**src/verilog/des_lin_pkg.sv**
```systemverilog
package des_lin_pkg;

    // host command codes, full cmd port width
    typedef enum logic [31:0] {
        CMD_SEED     = 32'd1,  // lfsr seed / plaintext upper bits
        CMD_POLY     = 32'd2,  // galois taps
        CMD_MASK_IN  = 32'd3,
        CMD_MASK_OUT = 32'd4,
        CMD_START    = 32'd5,
        CMD_RESTART  = 32'd6
    } cmd_code_e;

    // configuration of one run
    typedef struct packed {
        logic [63:0] seed;
        logic [63:0] poly;
        logic [63:0] mask_in;   // applied to plaintext
        logic [63:0] mask_out;  // applied to ciphertext
    } lin_cfg_t;

    // one 64-bit cipher block, left is the upper word
    typedef struct packed {
        logic [31:0] left;
        logic [31:0] right;
    } block_t;

    // one block in flight through the datapath
    typedef struct packed {
        logic   valid;
        logic   last;  // final sample of the run
        block_t blk;
    } sample_t;

endpackage

```
**src/verilog/cmd_ctrl.sv**
```systemverilog
`timescale 1ns/1ps

module cmd_ctrl import des_lin_pkg::*; (
    input  logic        clk,
    input  logic        rst_n,
    input  logic [31:0] cmd,
    input  logic        cmd_valid,   // from host clock domain
    input  logic [31:0] data_upper,
    input  logic [31:0] data_lower,
    input  logic        done,        // run drained, from bias counter
    output logic        cmd_read,
    output lin_cfg_t    cfg,
    output logic        start,       // one cycle
    output logic        restart      // level, whole restart state
);

    typedef enum logic [3:0] {
        S_IDLE,
        S_SEED,
        S_POLY,
        S_MASK_IN,
        S_MASK_OUT,
        S_START_WAIT,  // start seen, wait for host to drop cmd_valid
        S_START,
        S_RUN,
        S_FINISH,
        S_RESTART
    } state_e;

    state_e    state_q, state_d;
    cmd_code_e code;
    logic      valid_meta;
    logic      cmd_valid_sync;

    assign code = cmd_code_e'(cmd);

    // two-flop sync of cmd_valid
    always_ff @(posedge clk) begin
        if (!rst_n) begin
            valid_meta     <= 1'b0;
            cmd_valid_sync <= 1'b0;
        end else begin
            valid_meta     <= cmd_valid;
            cmd_valid_sync <= valid_meta;
        end
    end

    always_ff @(posedge clk) begin
        if (!rst_n) state_q <= S_IDLE;
        else        state_q <= state_d;
    end

    always_comb begin
        state_d = state_q;  // hold by default
        case (state_q)
            S_IDLE: begin
                if (cmd_valid_sync) begin
                    case (code)
                        CMD_SEED:     state_d = S_SEED;
                        CMD_POLY:     state_d = S_POLY;
                        CMD_MASK_IN:  state_d = S_MASK_IN;
                        CMD_MASK_OUT: state_d = S_MASK_OUT;
                        CMD_START:    state_d = S_START_WAIT;
                        CMD_RESTART:  state_d = S_RESTART;
                        default:      state_d = S_IDLE;  // unknown code dropped
                    endcase
                end
            end
            S_SEED, S_POLY, S_MASK_IN, S_MASK_OUT: begin
                if (!cmd_valid_sync) state_d = S_IDLE;
            end
            S_START_WAIT: if (!cmd_valid_sync) state_d = S_START;
            S_START:      state_d = S_RUN;
            S_RUN, S_FINISH: begin
                if (state_q == S_RUN && done) state_d = S_FINISH;
                // only restart is honoured once a run is launched
                if (cmd_valid_sync && code == CMD_RESTART) state_d = S_RESTART;
            end
            S_RESTART: if (!cmd_valid_sync) state_d = S_IDLE;
            default:   state_d = S_IDLE;
        endcase
    end

    assign cmd_read = state_q inside {S_SEED, S_POLY, S_MASK_IN, S_MASK_OUT,
                                      S_START_WAIT, S_RESTART};
    assign start    = (state_q == S_START);
    assign restart  = (state_q == S_RESTART);

    // config words follow the data bus for every cycle of a load state
    always_ff @(posedge clk) begin
        case (state_q)
            S_SEED:     cfg.seed     <= {data_upper, data_lower};
            S_POLY:     cfg.poly     <= {data_upper, data_lower};
            S_MASK_IN:  cfg.mask_in  <= {data_upper, data_lower};
            S_MASK_OUT: cfg.mask_out <= {data_upper, data_lower};
            default: ;
        endcase
    end

endmodule

```
**src/verilog/sample_lfsr.sv**
```systemverilog
`timescale 1ns/1ps

module sample_lfsr import des_lin_pkg::*; #(
    parameter int N = 8  // lfsr width, 2..32
) (
    input  logic     clk,
    input  logic     rst_n,
    input  lin_cfg_t cfg,
    input  logic     start,
    input  logic     restart,
    output sample_t  smp
);

    localparam logic [N-1:0] ONE = {{(N-1){1'b0}}, 1'b1};

    logic [N-1:0] lfsr_q;
    logic [N-1:0] lfsr_next;
    logic [N-1:0] remain_q;  // samples still to issue, 2^N-1 fits in N bits

    // galois step, shift right and fold taps in on a set lsb
    assign lfsr_next = (lfsr_q >> 1) ^ (lfsr_q[0] ? cfg.poly[N-1:0] : '0);

    always_ff @(posedge clk) begin
        if (!rst_n || restart) begin
            remain_q  <= '0;
            smp.valid <= 1'b0;
            smp.last  <= 1'b0;
        end else if (start) begin
            remain_q  <= '1;
            smp.valid <= 1'b0;
            smp.last  <= 1'b0;
        end else begin
            smp.valid <= (remain_q != '0);
            smp.last  <= (remain_q == ONE);  // final of the run
            if (remain_q != '0) remain_q <= remain_q - ONE;
        end
    end

    // payload, no reset
    always_ff @(posedge clk) begin
        if (start) lfsr_q <= cfg.seed[N-1:0];
        else       lfsr_q <= lfsr_next;
        smp.blk <= {cfg.seed[63:N], lfsr_q};  // seed upper bits, lfsr low
    end

endmodule

```
**src/verilog/feistel_pipe.sv**
```systemverilog
`timescale 1ns/1ps

module feistel_pipe import des_lin_pkg::*; #(
    parameter int                   ROUNDS     = 4,
    parameter logic [ROUNDS*32-1:0] ROUND_KEYS = '0  // round r at [32r+31:32r]
) (
    input  logic    clk,
    input  logic    rst_n,
    input  logic    restart,
    input  sample_t smp_in,
    output sample_t smp_out
);

    genvar r;

    // one register stage per round, no final swap
    for (r = 0; r < ROUNDS; r++) begin : g_round
        sample_t     src;    // stage input
        sample_t     q;      // stage register
        logic [31:0] f_out;  // linear round function

        if (r == 0) begin : g_first
            assign src = smp_in;
        end else begin : g_chain
            assign src = g_round[r-1].q;
        end

        // rotl 3 then key, stands in for the s-boxes
        assign f_out = {src.blk.right[28:0], src.blk.right[31:29]}
                     ^ ROUND_KEYS[32*r +: 32];

        always_ff @(posedge clk) begin
            q.blk.left  <= src.blk.right;
            q.blk.right <= src.blk.left ^ f_out;
            if (!rst_n || restart) begin  // flush in-flight samples
                q.valid <= 1'b0;
                q.last  <= 1'b0;
            end else begin
                q.valid <= src.valid;
                q.last  <= src.last;
            end
        end
    end

    assign smp_out = g_round[ROUNDS-1].q;  // latency ROUNDS

endmodule

```
**src/verilog/input_parity_pipe.sv**
```systemverilog
`timescale 1ns/1ps

module input_parity_pipe import des_lin_pkg::*; #(
    parameter int ROUNDS = 4
) (
    input  logic        clk,
    input  logic        rst_n,
    input  logic        restart,
    input  sample_t     smp_in,
    input  logic [63:0] mask_in,
    output logic        par_out  // aligned with feistel_pipe output
);

    logic              par;
    logic [ROUNDS-1:0] par_q;  // delay line, one tap per round

    assign par = smp_in.valid & (^(smp_in.blk & mask_in));  // <mask, pt>

    always_ff @(posedge clk) begin
        if (!rst_n || restart) begin
            par_q <= '0;
        end else begin
            par_q[0] <= par;
            for (int i = 1; i < ROUNDS; i++) par_q[i] <= par_q[i-1];
        end
    end

    assign par_out = par_q[ROUNDS-1];

endmodule

```
**src/verilog/bias_counter.sv**
```systemverilog
`timescale 1ns/1ps

module bias_counter import des_lin_pkg::*; (
    input  logic        clk,
    input  logic        rst_n,
    input  logic        restart,
    input  sample_t     smp,       // ciphertext sample
    input  logic        par_in,    // plaintext parity, same cycle
    input  logic [63:0] mask_out,
    output logic [63:0] counter,   // matches of the run
    output logic        done
);

    logic out_par;
    logic match;

    assign out_par = ^(smp.blk & mask_out);
    // linear approximation holds when both parities agree
    assign match   = smp.valid && (out_par == par_in);

    always_ff @(posedge clk) begin
        if (!rst_n || restart) begin
            counter <= '0;
            done    <= 1'b0;
        end else begin
            if (match && !done) counter <= counter + 64'd1;
            // last sample counted on this edge, done follows it
            if (smp.valid && smp.last) done <= 1'b1;  // sticky till restart
        end
    end

endmodule

```
**src/verilog/des_linear_top.sv**
```systemverilog
`timescale 1ns/1ps

module des_linear_top import des_lin_pkg::*; #(
    parameter int                   N          = 8,   // lfsr width, 2..32
    parameter int                   ROUNDS     = 4,   // 1..16
    parameter logic [ROUNDS*32-1:0] ROUND_KEYS = {ROUNDS{32'h5a3c_96e1}}
) (
    input  logic        clk,
    input  logic        rst_n,
    input  logic [31:0] cmd,
    input  logic        cmd_valid,
    input  logic [31:0] data_upper,
    input  logic [31:0] data_lower,
    output logic        cmd_read,
    output logic        done,
    output logic [63:0] counter
);

    lin_cfg_t cfg;
    logic     start;
    logic     restart;
    sample_t  pt_smp;  // plaintext, feeds both paths
    sample_t  ct_smp;  // ciphertext
    logic     in_par;

    cmd_ctrl u_ctrl (
        .clk        (clk),
        .rst_n      (rst_n),
        .cmd        (cmd),
        .cmd_valid  (cmd_valid),
        .data_upper (data_upper),
        .data_lower (data_lower),
        .done       (done),
        .cmd_read   (cmd_read),
        .cfg        (cfg),
        .start      (start),
        .restart    (restart)
    );

    sample_lfsr #(.N(N)) u_lfsr (
        .clk     (clk),
        .rst_n   (rst_n),
        .cfg     (cfg),
        .start   (start),
        .restart (restart),
        .smp     (pt_smp)
    );

    feistel_pipe #(.ROUNDS(ROUNDS), .ROUND_KEYS(ROUND_KEYS)) u_cipher (
        .clk     (clk),
        .rst_n   (rst_n),
        .restart (restart),
        .smp_in  (pt_smp),
        .smp_out (ct_smp)
    );

    input_parity_pipe #(.ROUNDS(ROUNDS)) u_in_par (
        .clk     (clk),
        .rst_n   (rst_n),
        .restart (restart),
        .smp_in  (pt_smp),
        .mask_in (cfg.mask_in),
        .par_out (in_par)
    );

    // ciphertext parity taken under mask_out
    bias_counter u_bias (
        .clk      (clk),
        .rst_n    (rst_n),
        .restart  (restart),
        .smp      (ct_smp),
        .par_in   (in_par),
        .mask_out (cfg.mask_out),
        .counter  (counter),
        .done     (done)
    );

endmodule

```
**config.mk**
```make
export PLATFORM = sky130hd
export DESIGN_NAME = des_linear_top
export DESIGN_NICKNAME = d
export VERILOG_FILES = /design/src/verilog/des_lin_pkg.sv /design/src/verilog/cmd_ctrl.sv /design/src/verilog/sample_lfsr.sv /design/src/verilog/feistel_pipe.sv /design/src/verilog/input_parity_pipe.sv /design/src/verilog/bias_counter.sv /design/src/verilog/des_linear_top.sv
export SDC_FILE = /design/constraint.sdc
export NUM_CORES = 1
export LEC_CHECK = 0
export ABC_AREA = 1
export ABC_CLOCK_PERIOD_IN_PS = 7650
export BUFFER_PORTS_ARGS = -buffer_cell sky130_fd_sc_hd__buf_2
export CELL_PAD_IN_SITES_DETAIL_PLACEMENT = 1
export CELL_PAD_IN_SITES_GLOBAL_PLACEMENT = 2
export CORE_ASPECT_RATIO = 1.5
export CORE_MARGIN = 2
export CORE_UTILIZATION = 38
export DETAILED_ROUTE_END_ITERATION = 10
export PLACE_DENSITY = 0.76
export SYNTH_ARGS = -nofsm -noshare
export SYNTH_HDL_FRONTEND = slang
export SYNTH_SLANG_ARGS = --single-unit
export TNS_END_PERCENT = 50
```
**constraint.sdc**
```tcl
create_clock -name clk -period 7.65 [get_ports clk]
set_clock_uncertainty 0.1 [all_clocks]
set_input_delay 1.1475 -clock clk [delete_from_list [all_inputs] [get_ports clk]]
set_output_delay 1.1475 -clock clk [all_outputs]
set_load 0.01 [all_outputs]
```
==> results of run 1 <==
-- per-stage QoR --
step / area [sq um] / util (%) / worst slack, ns
final: 25700 / 44.5 / 4.51
after CTS: 25700 / 44.5 / 4.45
after global placement: 23800 / 41.3 / 4.32
after detailed placement: 23800 / 41.3 / 4.28
after global routing: 25700 / 44.5 / 4.34
after floorplan: 22100 / - / 2.14
-- worst max-delay path: stages, from the launching register on --
cell	delay, ns
dfxtp_1	0.39
inv_1	0.10
nor2_1	0.10
inv_1	0.10
nor2_1	0.25
a21oi_1	0.06
o21ai_0	0.11
buf_2	0.19
-- layout make-up --
class                           instances  area share (%)
Antenna cell                            1         0.00975
Clock buffer                           87            6.31
Clock inverter                         20           0.863
Inverter                              186            2.72
Multi-Input combinational cell       1360            26.6
Sequential cell                       621            56.2
Tap cell                              770            3.75
Timing Repair Buffer                  174            3.49
-- state kept, by name (all words and copies together), names as in the netlist --
name and flops:
u_lfsr.lfsr_q 8, u_cipher.g_round.q 198, u_in_par.par_q 4, u_lfsr.remain_q 8
u_ctrl.state_q 4, u_bias.counter 64, u_cipher.smp_out 66, u_bias.done 1
u_ctrl.cmd_valid_sync 1, u_ctrl.valid_meta 1, u_lfsr.smp 66, u_ctrl.cfg 200
-- final timing paths --
check | endpoint
min | u_lfsr.smp[43]
max | cmd_read
max reg2reg | u_bias.counter[2]
min reg2reg | u_lfsr.smp[43]
-- cell usage after synthesis, drive strengths merged, types with 14 or more instances --
master,instances,area share (%)
xor2,87,3.5
nand4,84,2.4
a21oi,17,0.39
buf,18,0.38
xnor2,132,5.2
o21ai,15,0.34
clkbuf,14,0.24
edfxtp,200,27
nor3,30,0.78
nand2,621,11
inv,185,3.1
nand3,38,0.95
dfxtp,421,38
nor2,312,5.7
-- cell families (layout without fill, tap and decap cells) --
family | Yosys count | in the layout
adder cells (fa/ha/maj) | 3 | 3
AND/OR/NAND/NOR | 1096 | 1096
other | 0 | 1
buffers and inverters | 218 | 467
XOR/XNOR | 219 | 219
AO/OA/AOI/OAI | 42 | 42
flip-flops | 621 | 621
-- routing by layer --
metal	GRT usage, %	vias to the layer above
met5	0	-
met3	2.66	84
met2	37.3	237
met4	5.43	2
li1	-	7398
met1	19.9	7266
-- power by group through the flow --
stage | combinational (uW) | clock (uW) | sequential (uW)
final | 220 | 2810 | 3450
after global routing | 256 | 3020 | 3450
after CTS | 223 | 2890 | 3450
after detailed placement | 223 | 0 | 3520
after global placement | 211 | 0 | 3520
after floorplan | 142 | 0 | 3520
==> flow_summary.yaml, run 1 <==
die:
  start_util_pct: 38.2
  core_area_sq_um: 57700
  die_height_um: 299
  die_x_um: 201
  num_rows: 108
  die_area_sq_um: 60100
  pin_count: 165
power:
  comb_power_share_pct: 3.4
  powerDensity_nw_per_um2: 252
  finalPower_uw: 6480
  pwr-share-seq_pct: 53.2
  p_int_uw: 5050
  leakagePower_uw: 0.0106
  pwr-share-clk_pct: 43.4
  netSwitchingPower_uw: 1430
  max-vdd-ir-drop_mv: 0.206
  p_sw_share_pct: 22.0
sta:
  fin_crit_ns: 3.14
  period_share_pct: 41.1
  slew_viol_final: 0
  max_slew_margin_pct: 30.4
  hold_violations: 0
  finalSetupViolCount: 0
  finalSetupTns_ns: 0
  grt_setup_unrepaired: "false"
  fmax_mhz: 318
  whs_ns: 0.214
  worst_pin_slew_ns: 1.04
grt:
  grt_overflow: 0
  antenna_found_initial: 2
  grt_max_degree: 66
  grt_pass1_wl_mm: 87.0
  grt_usage_pct: 18.6
  grt_pass1_vias: 16000
clock_network:
  cts_inserted_buffers: 57
  post-cts-setup-buffers: 0
  cts-root-buf: "clkbuf_16"
  clock_sinks: 621
  cts_tree: "done"
  clockBufferDepth: 3
  cts-htree-levels: 2
  clkSlewWorstSetupHoldPaths_ns: 0.06
  cts_resized: 0
  clock_latency_ns: 0.62
  hold_buffers: 0
critical_path:
  r2r_cells: 18
  cp_max_fo: 4
  crit_start: "u_ctrl.state_q[0]"
  arrival_ns: 1.89
  r2r_start: "u_ctrl.cfg[59]"
  rrSetupSlack_ns: 4.67
  crit_type: "flop to primary output"
  cp.required_ns: 6.40
  cp-start-kind: "flop"
  cp-end-kind: "primary output"
synth:
  synth_top_family_by_area: "simple AND/OR/NAND/NOR gates"
  syn_nets: 2301
  synthAdderAreaFrac_pct: 0.170
  synth-seq-cells: 621
  synth-seq-area-share_pct: 65.4
  synth-simple-area-share_pct: 20.9
  syn_area_sq_um: 22100
  synth_edf_count: 200
  muxShareOfSynthArea_pct: 0
  ys_types: 36
  synth_compound_area_share_pct: 1.05
  synth_cells: 2199
  synth-xor-area-share_pct: 8.69
  postSynthAreaPerCell_sq_um: 10.0
  yosysWarnings: 0
  synth-async-reset-ratio_pct: 0
  synth-main-ff-cell: "dfxtp_1"
drt:
  route.met3.wl_mm: 1.64
  drtPass1Iterations: 4
  wl_met2_mm: 31.1
  antenna_left: 0
  vias: 15000
  drt-met1-wl_mm: 21.6
  wl_mm: 55.7
  drt_iter0_drc: 400
  drcViolationCount: 0
  via_per_inst: 4.66
  wl_per_cell_um: 17.3
  highest_layer: "met5"
place:
  dp_hpwl_mm: 41.0
  gp_congestion: 0.780
  dp.cells: 3111
  portBuffers: 164
final_layout:
  seq_area_sq_um: 14400
  fin_cells: 3219
  final_cell_mix: "nand2_1, dfxtp_1, nor2_1"
  fill_cells: 6488
  layout-drive-gt1-share_pct: 12.9
  final_common_cell: "nand2_1"
  area_growth_syn_to_layout_pct: 16.3
  nets: 2502
  multi_input_area_sq_um: 6830
hold_path:
  whs_path_depth: 0
  hp-class: "flop to flop"
  hold_start: "u_ctrl.cfg[235]"
job:
  cap_violations: 0
outcome:
  status: "complete, no violations"
No activity file was read; power rests on OpenSTA's default activity.
==> run 2: changes to the inputs <==
--- a/config.mk
+++ b/config.mk
@@ -6,7 +6,7 @@
 export NUM_CORES = 1
 export LEC_CHECK = 0
 export ABC_AREA = 1
-export ABC_CLOCK_PERIOD_IN_PS = 7650
+export ABC_CLOCK_PERIOD_IN_PS = 3000
 export BUFFER_PORTS_ARGS = -buffer_cell sky130_fd_sc_hd__buf_2
 export CELL_PAD_IN_SITES_DETAIL_PLACEMENT = 1
 export CELL_PAD_IN_SITES_GLOBAL_PLACEMENT = 2
==> constraint.sdc (replaced) <==
create_clock -name clk -period 3 [get_ports clk]
set_clock_uncertainty 0.1 [all_clocks]
set_input_delay 0.45 -clock clk [delete_from_list [all_inputs] [get_ports clk]]
set_output_delay 0.45 -clock clk [all_outputs]
set_load 0.01 [all_outputs]
==> flow_summary.yaml, run 2 (synthesized netlist as in run 1, its figures left out) <==
outcome:
  status: "complete, no violations"
die:
  num_rows: 108
  die_height_um: 299
  pin_count: 165
  core_area_sq_um: 57700
  start_util_pct: 38.2
  die_area_sq_um: 60100
  die_x_um: 201
place:
  dpl_cell_area_sq_um: 24000
  portBuffers: 164
  gp_congestion: 0.795
  dp_hpwl_mm: 42.7
power:
  p_int_uw: 13600
  pwr-share-seq_pct: 50.8
  leakagePower_uw: 0.0111
  comb_power_share_pct: 3.7
  p_sw_share_pct: 21.6
  max-vdd-ir-drop_mv: 0.533
  pwr-share-clk_pct: 45.4
  powerDensity_nw_per_um2: 647
  netSwitchingPower_uw: 3740
clock_network:
  cts-htree-levels: 2
  clock_sinks: 621
  clockBufferDepth: 3
  cts-root-buf: "clkbuf_16"
  cts_tree: "done"
  cts_inserted_buffers: 58
  clkSlewWorstSetupHoldPaths_ns: 0.07
  post-cts-setup-buffers: 0
  clock_latency_ns: 0.61
final_layout:
  layout-drive-gt1-share_pct: 13.6
  fin_util_pct: 46.3
  design_area_sq_um: 26700
  largest_reg_flops: 200
  final_cell_mix: "nand2_1, dfxtp_1, nor2_1"
  final_common_cell: "nand2_1"
  nets: 2582
  top_regs: "u_ctrl.cfg: 200 flops, u_cipher.g_round.q: 198 flops"
  area_growth_syn_to_layout_pct: 21.2
  largest_register: "u_ctrl.cfg"
  n_antenna_cell: 0
critical_path:
  cp_max_fo: 5
  rrSetupSlack_ns: 0.29
  r2r_cells: 17
  cp_slowest_cell: "dfxtp_1"
  cpMostUsedCell: "nand2_1"
  cp_slowest_stage_delay_ns: 0.48
  path_buf_inv: 4
  cp_num_cells: 17
  cp-start-kind: "flop"
  crit_chain: "nand2_1, nor2_1, nand2_1, nor2_2, inv_2, nor2_2, nand2_1, inv_2, nand2_1, nor2_2, nand2_1, inv_2, nand3_1, inv_1, nand4_1, nand2_1, nor2_1"
  crit_type: "flop to flop"
  cp-end-kind: "flop"
  arrival_ns: 3.12
  crit_family: "simple AND/OR/NAND/NOR gates"
  cp.required_ns: 3.41
hold_path:
  hp-class: "flop to flop"
  whs_path_depth: 0
drt:
  antenna_left: 0
  drcViolationCount: 0
  via_per_inst: 4.64
  drtPass1Iterations: 4
  drt_iter0_drc: 335
  wl_per_cell_um: 17.5
  wl_mm: 57.8
  vias: 15300
sta:
  fin_crit_ns: 2.71
  hold_violations: 0
  finalSetupTns_ns: 0
  worst_pin_slew_ns: 0.835
  fmax_mhz: 370
  finalSetupViolCount: 0
  whs_ns: 0.228
  max_slew_margin_pct: 44.3
  slew_viol_final: 0
  period_share_pct: 90.2
  grt_setup_unrepaired: "false"
grt:
  grt_usage_pct: 19.3
  grt_max_degree: 65
  grt_pass1_vias: 16500
  grt_pass1_wl_mm: 90.0
  antenna_found_initial: 0
  grt_overflow: 0
job:
  cap_violations: 0
[run 2: layout make-up]
type                       instances  area (sq um)
fill                            6496         31000
sequential                       621         14400
multi-input combinational       1360          6850
timing repair buffer             253          1740
clock buffer                      69          1530
tap                              770           963
inverter                         186           698
clock inverter                    41           514
[run 2: worst paths after layout]
| kind | start | end |
|---|---|---|
| setup / recovery | u_bias.counter[8] | u_bias.counter[52] |
| hold / removal | u_ctrl.cfg[203] | u_lfsr.smp[11] |
| setup reg to reg | u_bias.counter[8] | u_bias.counter[52] |
| hold reg to reg | u_ctrl.cfg[203] | u_lfsr.smp[11] |
[run 2: worst register-to-register path: stages, from the launching register on]
cell,delay [ns]
dfxtp_1,0.48
nand2_1,0.19
nor2_1,0.18
nand2_1,0.11
nor2_2,0.15
inv_2,0.05
nor2_2,0.15
nand2_1,0.19
inv_2,0.11
nand2_1,0.11
nor2_2,0.16
nand2_1,0.13
inv_2,0.09
nand3_1,0.09
inv_1,0.08
nand4_1,0.10
nand2_1,0.09
nor2_1,0.05
[run 2: power groups by stage]
stage	combinational (uW)	sequential, uW	clock [uW]
global route	734	8800	8400
CTS	656	8790	8080
detailed placement	582	8980	0
finish	647	8790	7850
global placement	552	8970	0
floorplan	363	8960	0
[run 2: layer usage]
metal / routed length, um / share of wire, % / up-vias / GRT usage, %
met4: 1790 / 3.1 / 0 / 6.37
met5: 0 / 0 / - / 0
met2: 32200 / 56 / 235 / 39.1
met3: 1640 / 2.8 / 92 / 2.71
li1: - / - / 7554 / -
met1: 22100 / 38 / 7436 / 20.1
[run 2: repair_timing]
| item | CTS | global route |
|---|---|---|
| hold buffers | 67 | 0 |
| endpoints found under the setup margin | 0 | 52 |
| resized for setup | 0 | 4 |
| endpoints found under the hold margin | 202 | 0 |
[run 2: per-stage QoR]
stage / cells / setup WS (ns) / power (uW)
finish: 3300 / 0.294 / 17300
global route: 3300 / 0.0181 / 17900
CTS: 3300 / 0.147 / 17500
detailed placement: 3123 / 0.169 / 9560
global placement: 3123 / 0.217 / 9530
floorplan: 2199 / -0.835 / 9330
==> run 3: changes to the inputs <==
--- a/config.mk
+++ b/config.mk
@@ -14,7 +14,7 @@
 export CORE_MARGIN = 2
 export CORE_UTILIZATION = 38
 export DETAILED_ROUTE_END_ITERATION = 10
-export PLACE_DENSITY = 0.76
+export PLACE_DENSITY = 0.78
 export SYNTH_ARGS = -nofsm -noshare
 export SYNTH_HDL_FRONTEND = slang
 export SYNTH_SLANG_ARGS = --single-unit
==> constraint.sdc (replaced) <==
create_clock -name clk -period 3 [get_ports clk]
set_clock_uncertainty 0.1 [all_clocks]
set_input_delay 0.45 -clock clk [delete_from_list [all_inputs] [get_ports clk]]
set_output_delay 0.45 -clock clk [all_outputs]
set_load 0.005 [all_outputs]
==> flow_summary.yaml, run 3 (synthesized netlist as in run 1, its figures left out) <==
die:
  start_util_pct: 38.2
  core_area_sq_um: 57700
  die_height_um: 299
  die_x_um: 201
  num_rows: 108
  die_area_sq_um: 60100
  pin_count: 165
final_layout:
  largest_register: "u_ctrl.cfg"
  n_antenna_cell: 0
  fill_cells: 6412
  multi_input_area_sq_um: 6840
  final_common_cell: "nand2_1"
  largest_reg_flops: 200
  area_growth_syn_to_layout_pct: 21.3
  fin_util_pct: 46.4
  layout-drive-gt1-share_pct: 13.7
  nets: 2581
  seq_area_sq_um: 14400
  final_cell_mix: "nand2_1, dfxtp_1, nor2_1"
  top_regs: "u_ctrl.cfg: 200 flops, u_cipher.g_round.q: 198 flops"
outcome:
  status: "complete, no violations"
place:
  gp_congestion: 0.804
  dp_hpwl_mm: 41.6
  portBuffers: 164
sta:
  finalSetupTns_ns: 0
  fin_crit_ns: 2.65
  whs_ns: 0.226
  worst_pin_slew_ns: 0.824
  slew_viol_final: 0
  fmax_mhz: 377
  finalSetupViolCount: 0
  hold_violations: 0
  period_share_pct: 88.4
  max_slew_margin_pct: 44.6
  grt_setup_unrepaired: "false"
clock_network:
  post-cts-setup-buffers: 0
  cts_resized: 0
  cts_tree: "done"
  cts_inserted_buffers: 59
  clock_latency_ns: 0.65
  clock_sinks: 621
  clkSlewWorstSetupHoldPaths_ns: 0.07
  clockBufferDepth: 3
  cts-root-buf: "clkbuf_16"
  cts-htree-levels: 2
critical_path:
  rrSetupSlack_ns: 0.35
  cp_slowest_cell: "dfxtp_1"
  cp-start-kind: "flop"
  cp.required_ns: 3.42
  crit_chain: "ha_1, nand3_1, nor2_1, inv_2, nor2_2, inv_2, nor2_2, nand2_1, inv_2, nand2_1, nor2_2, nand2_1, inv_2, nand3_1, inv_1, nand4_1, nand2_1, nor2_1"
  cp-end-kind: "flop"
  r2r_cells: 18
  cp_max_fo: 4
  path_buf_inv: 5
  cp_slowest_stage_delay_ns: 0.41
  crit_type: "flop to flop"
  arrival_ns: 3.07
  cp_num_cells: 18
  crit_family: "simple AND/OR/NAND/NOR gates"
power:
  powerDensity_nw_per_um2: 650
  leakagePower_uw: 0.0111
  max-vdd-ir-drop_mv: 0.627
grt:
  grt_pass1_vias: 16500
  grt_usage_pct: 19.3
  grt_max_degree: 65
  grt_overflow: 0
  antenna_found_initial: 0
  grt_pass1_wl_mm: 89.6
drt:
  antenna_left: 0
  drcViolationCount: 0
  drtPass1Iterations: 4
  vias: 15300
  wl_per_cell_um: 17.4
  wl_mm: 57.3
  via_per_inst: 4.63
  drt_iter0_drc: 425
hold_path:
  hp-class: "flop to flop"
  whs_path_depth: 0
job:
  cap_violations: 0
-- run 3: changes by cell type in the layout (fill, tap and decap cells not counted), sizes merged --
cell,change
clkinv,-4
clkbuf,+16
inv,-2
clkinvlp,-3
buf,-2
bufinv,-5
-- run 3: cell type report --
| type | count | share of cell area (%) |
|---|---|---|
| Sequential cell | 621 | 53.9 |
| Multi-Input combinational cell | 1360 | 25.5 |
| Clock buffer | 85 | 6.62 |
| Timing Repair Buffer | 251 | 6.36 |
| Tap cell | 770 | 3.60 |
| Inverter | 186 | 2.61 |
| Clock inverter | 27 | 1.37 |
-- run 3: per-stage QoR --
stage	cells	instance area [sq um]	total power, uW	setup WS (ns)
5_1_grt	3300	26800	18000	0.0338
2_1_floorplan	2199	22100	9330	-0.835
3_3_place_gp	3121	24000	9510	0.433
6_report	3300	26800	17400	0.347
4_1_cts	3300	26800	17600	0.316
3_5_place_dp	3121	24000	9560	0.346
-- run 3: worst register-to-register path: cells and delay by family, from the launching register on --
family / cells / cell delay, ns
simple gates: 12 / 1.41
flops: 1 / 0.41
buf+inv: 5 / 0.37
fa+ha+maj: 1 / 0.24
-- run 3: power breakdown --
part           internal (uW)  switching (uW)  leakage, uW
Sequential              8740            50.0      0.00531
Clock                   4600            3370      0.00104
Combinational            262             382      0.00477
-- run 3: worst paths after layout --
kind                          start            endpoint
setup / recovery  u_bias.counter[1]  u_bias.counter[52]
hold reg to reg     u_ctrl.cfg[204]      u_lfsr.smp[12]
hold / removal      u_ctrl.cfg[204]      u_lfsr.smp[12]
setup reg to reg  u_bias.counter[1]  u_bias.counter[52]
-- run 3: layer usage --
layer  part of all wire [%]  GRT usage, %
met1                     38          20.1
met2                     55          38.2
met3                    3.1          2.88
met4                    3.8          7.43
met5                      0             0
-- run 3: repair_timing --
item / 4_1_cts / 5_1_grt
hold endpoints to repair: 203 / 0
hold buffers: 67 / 0
setup endpoints to repair: 0 / 0
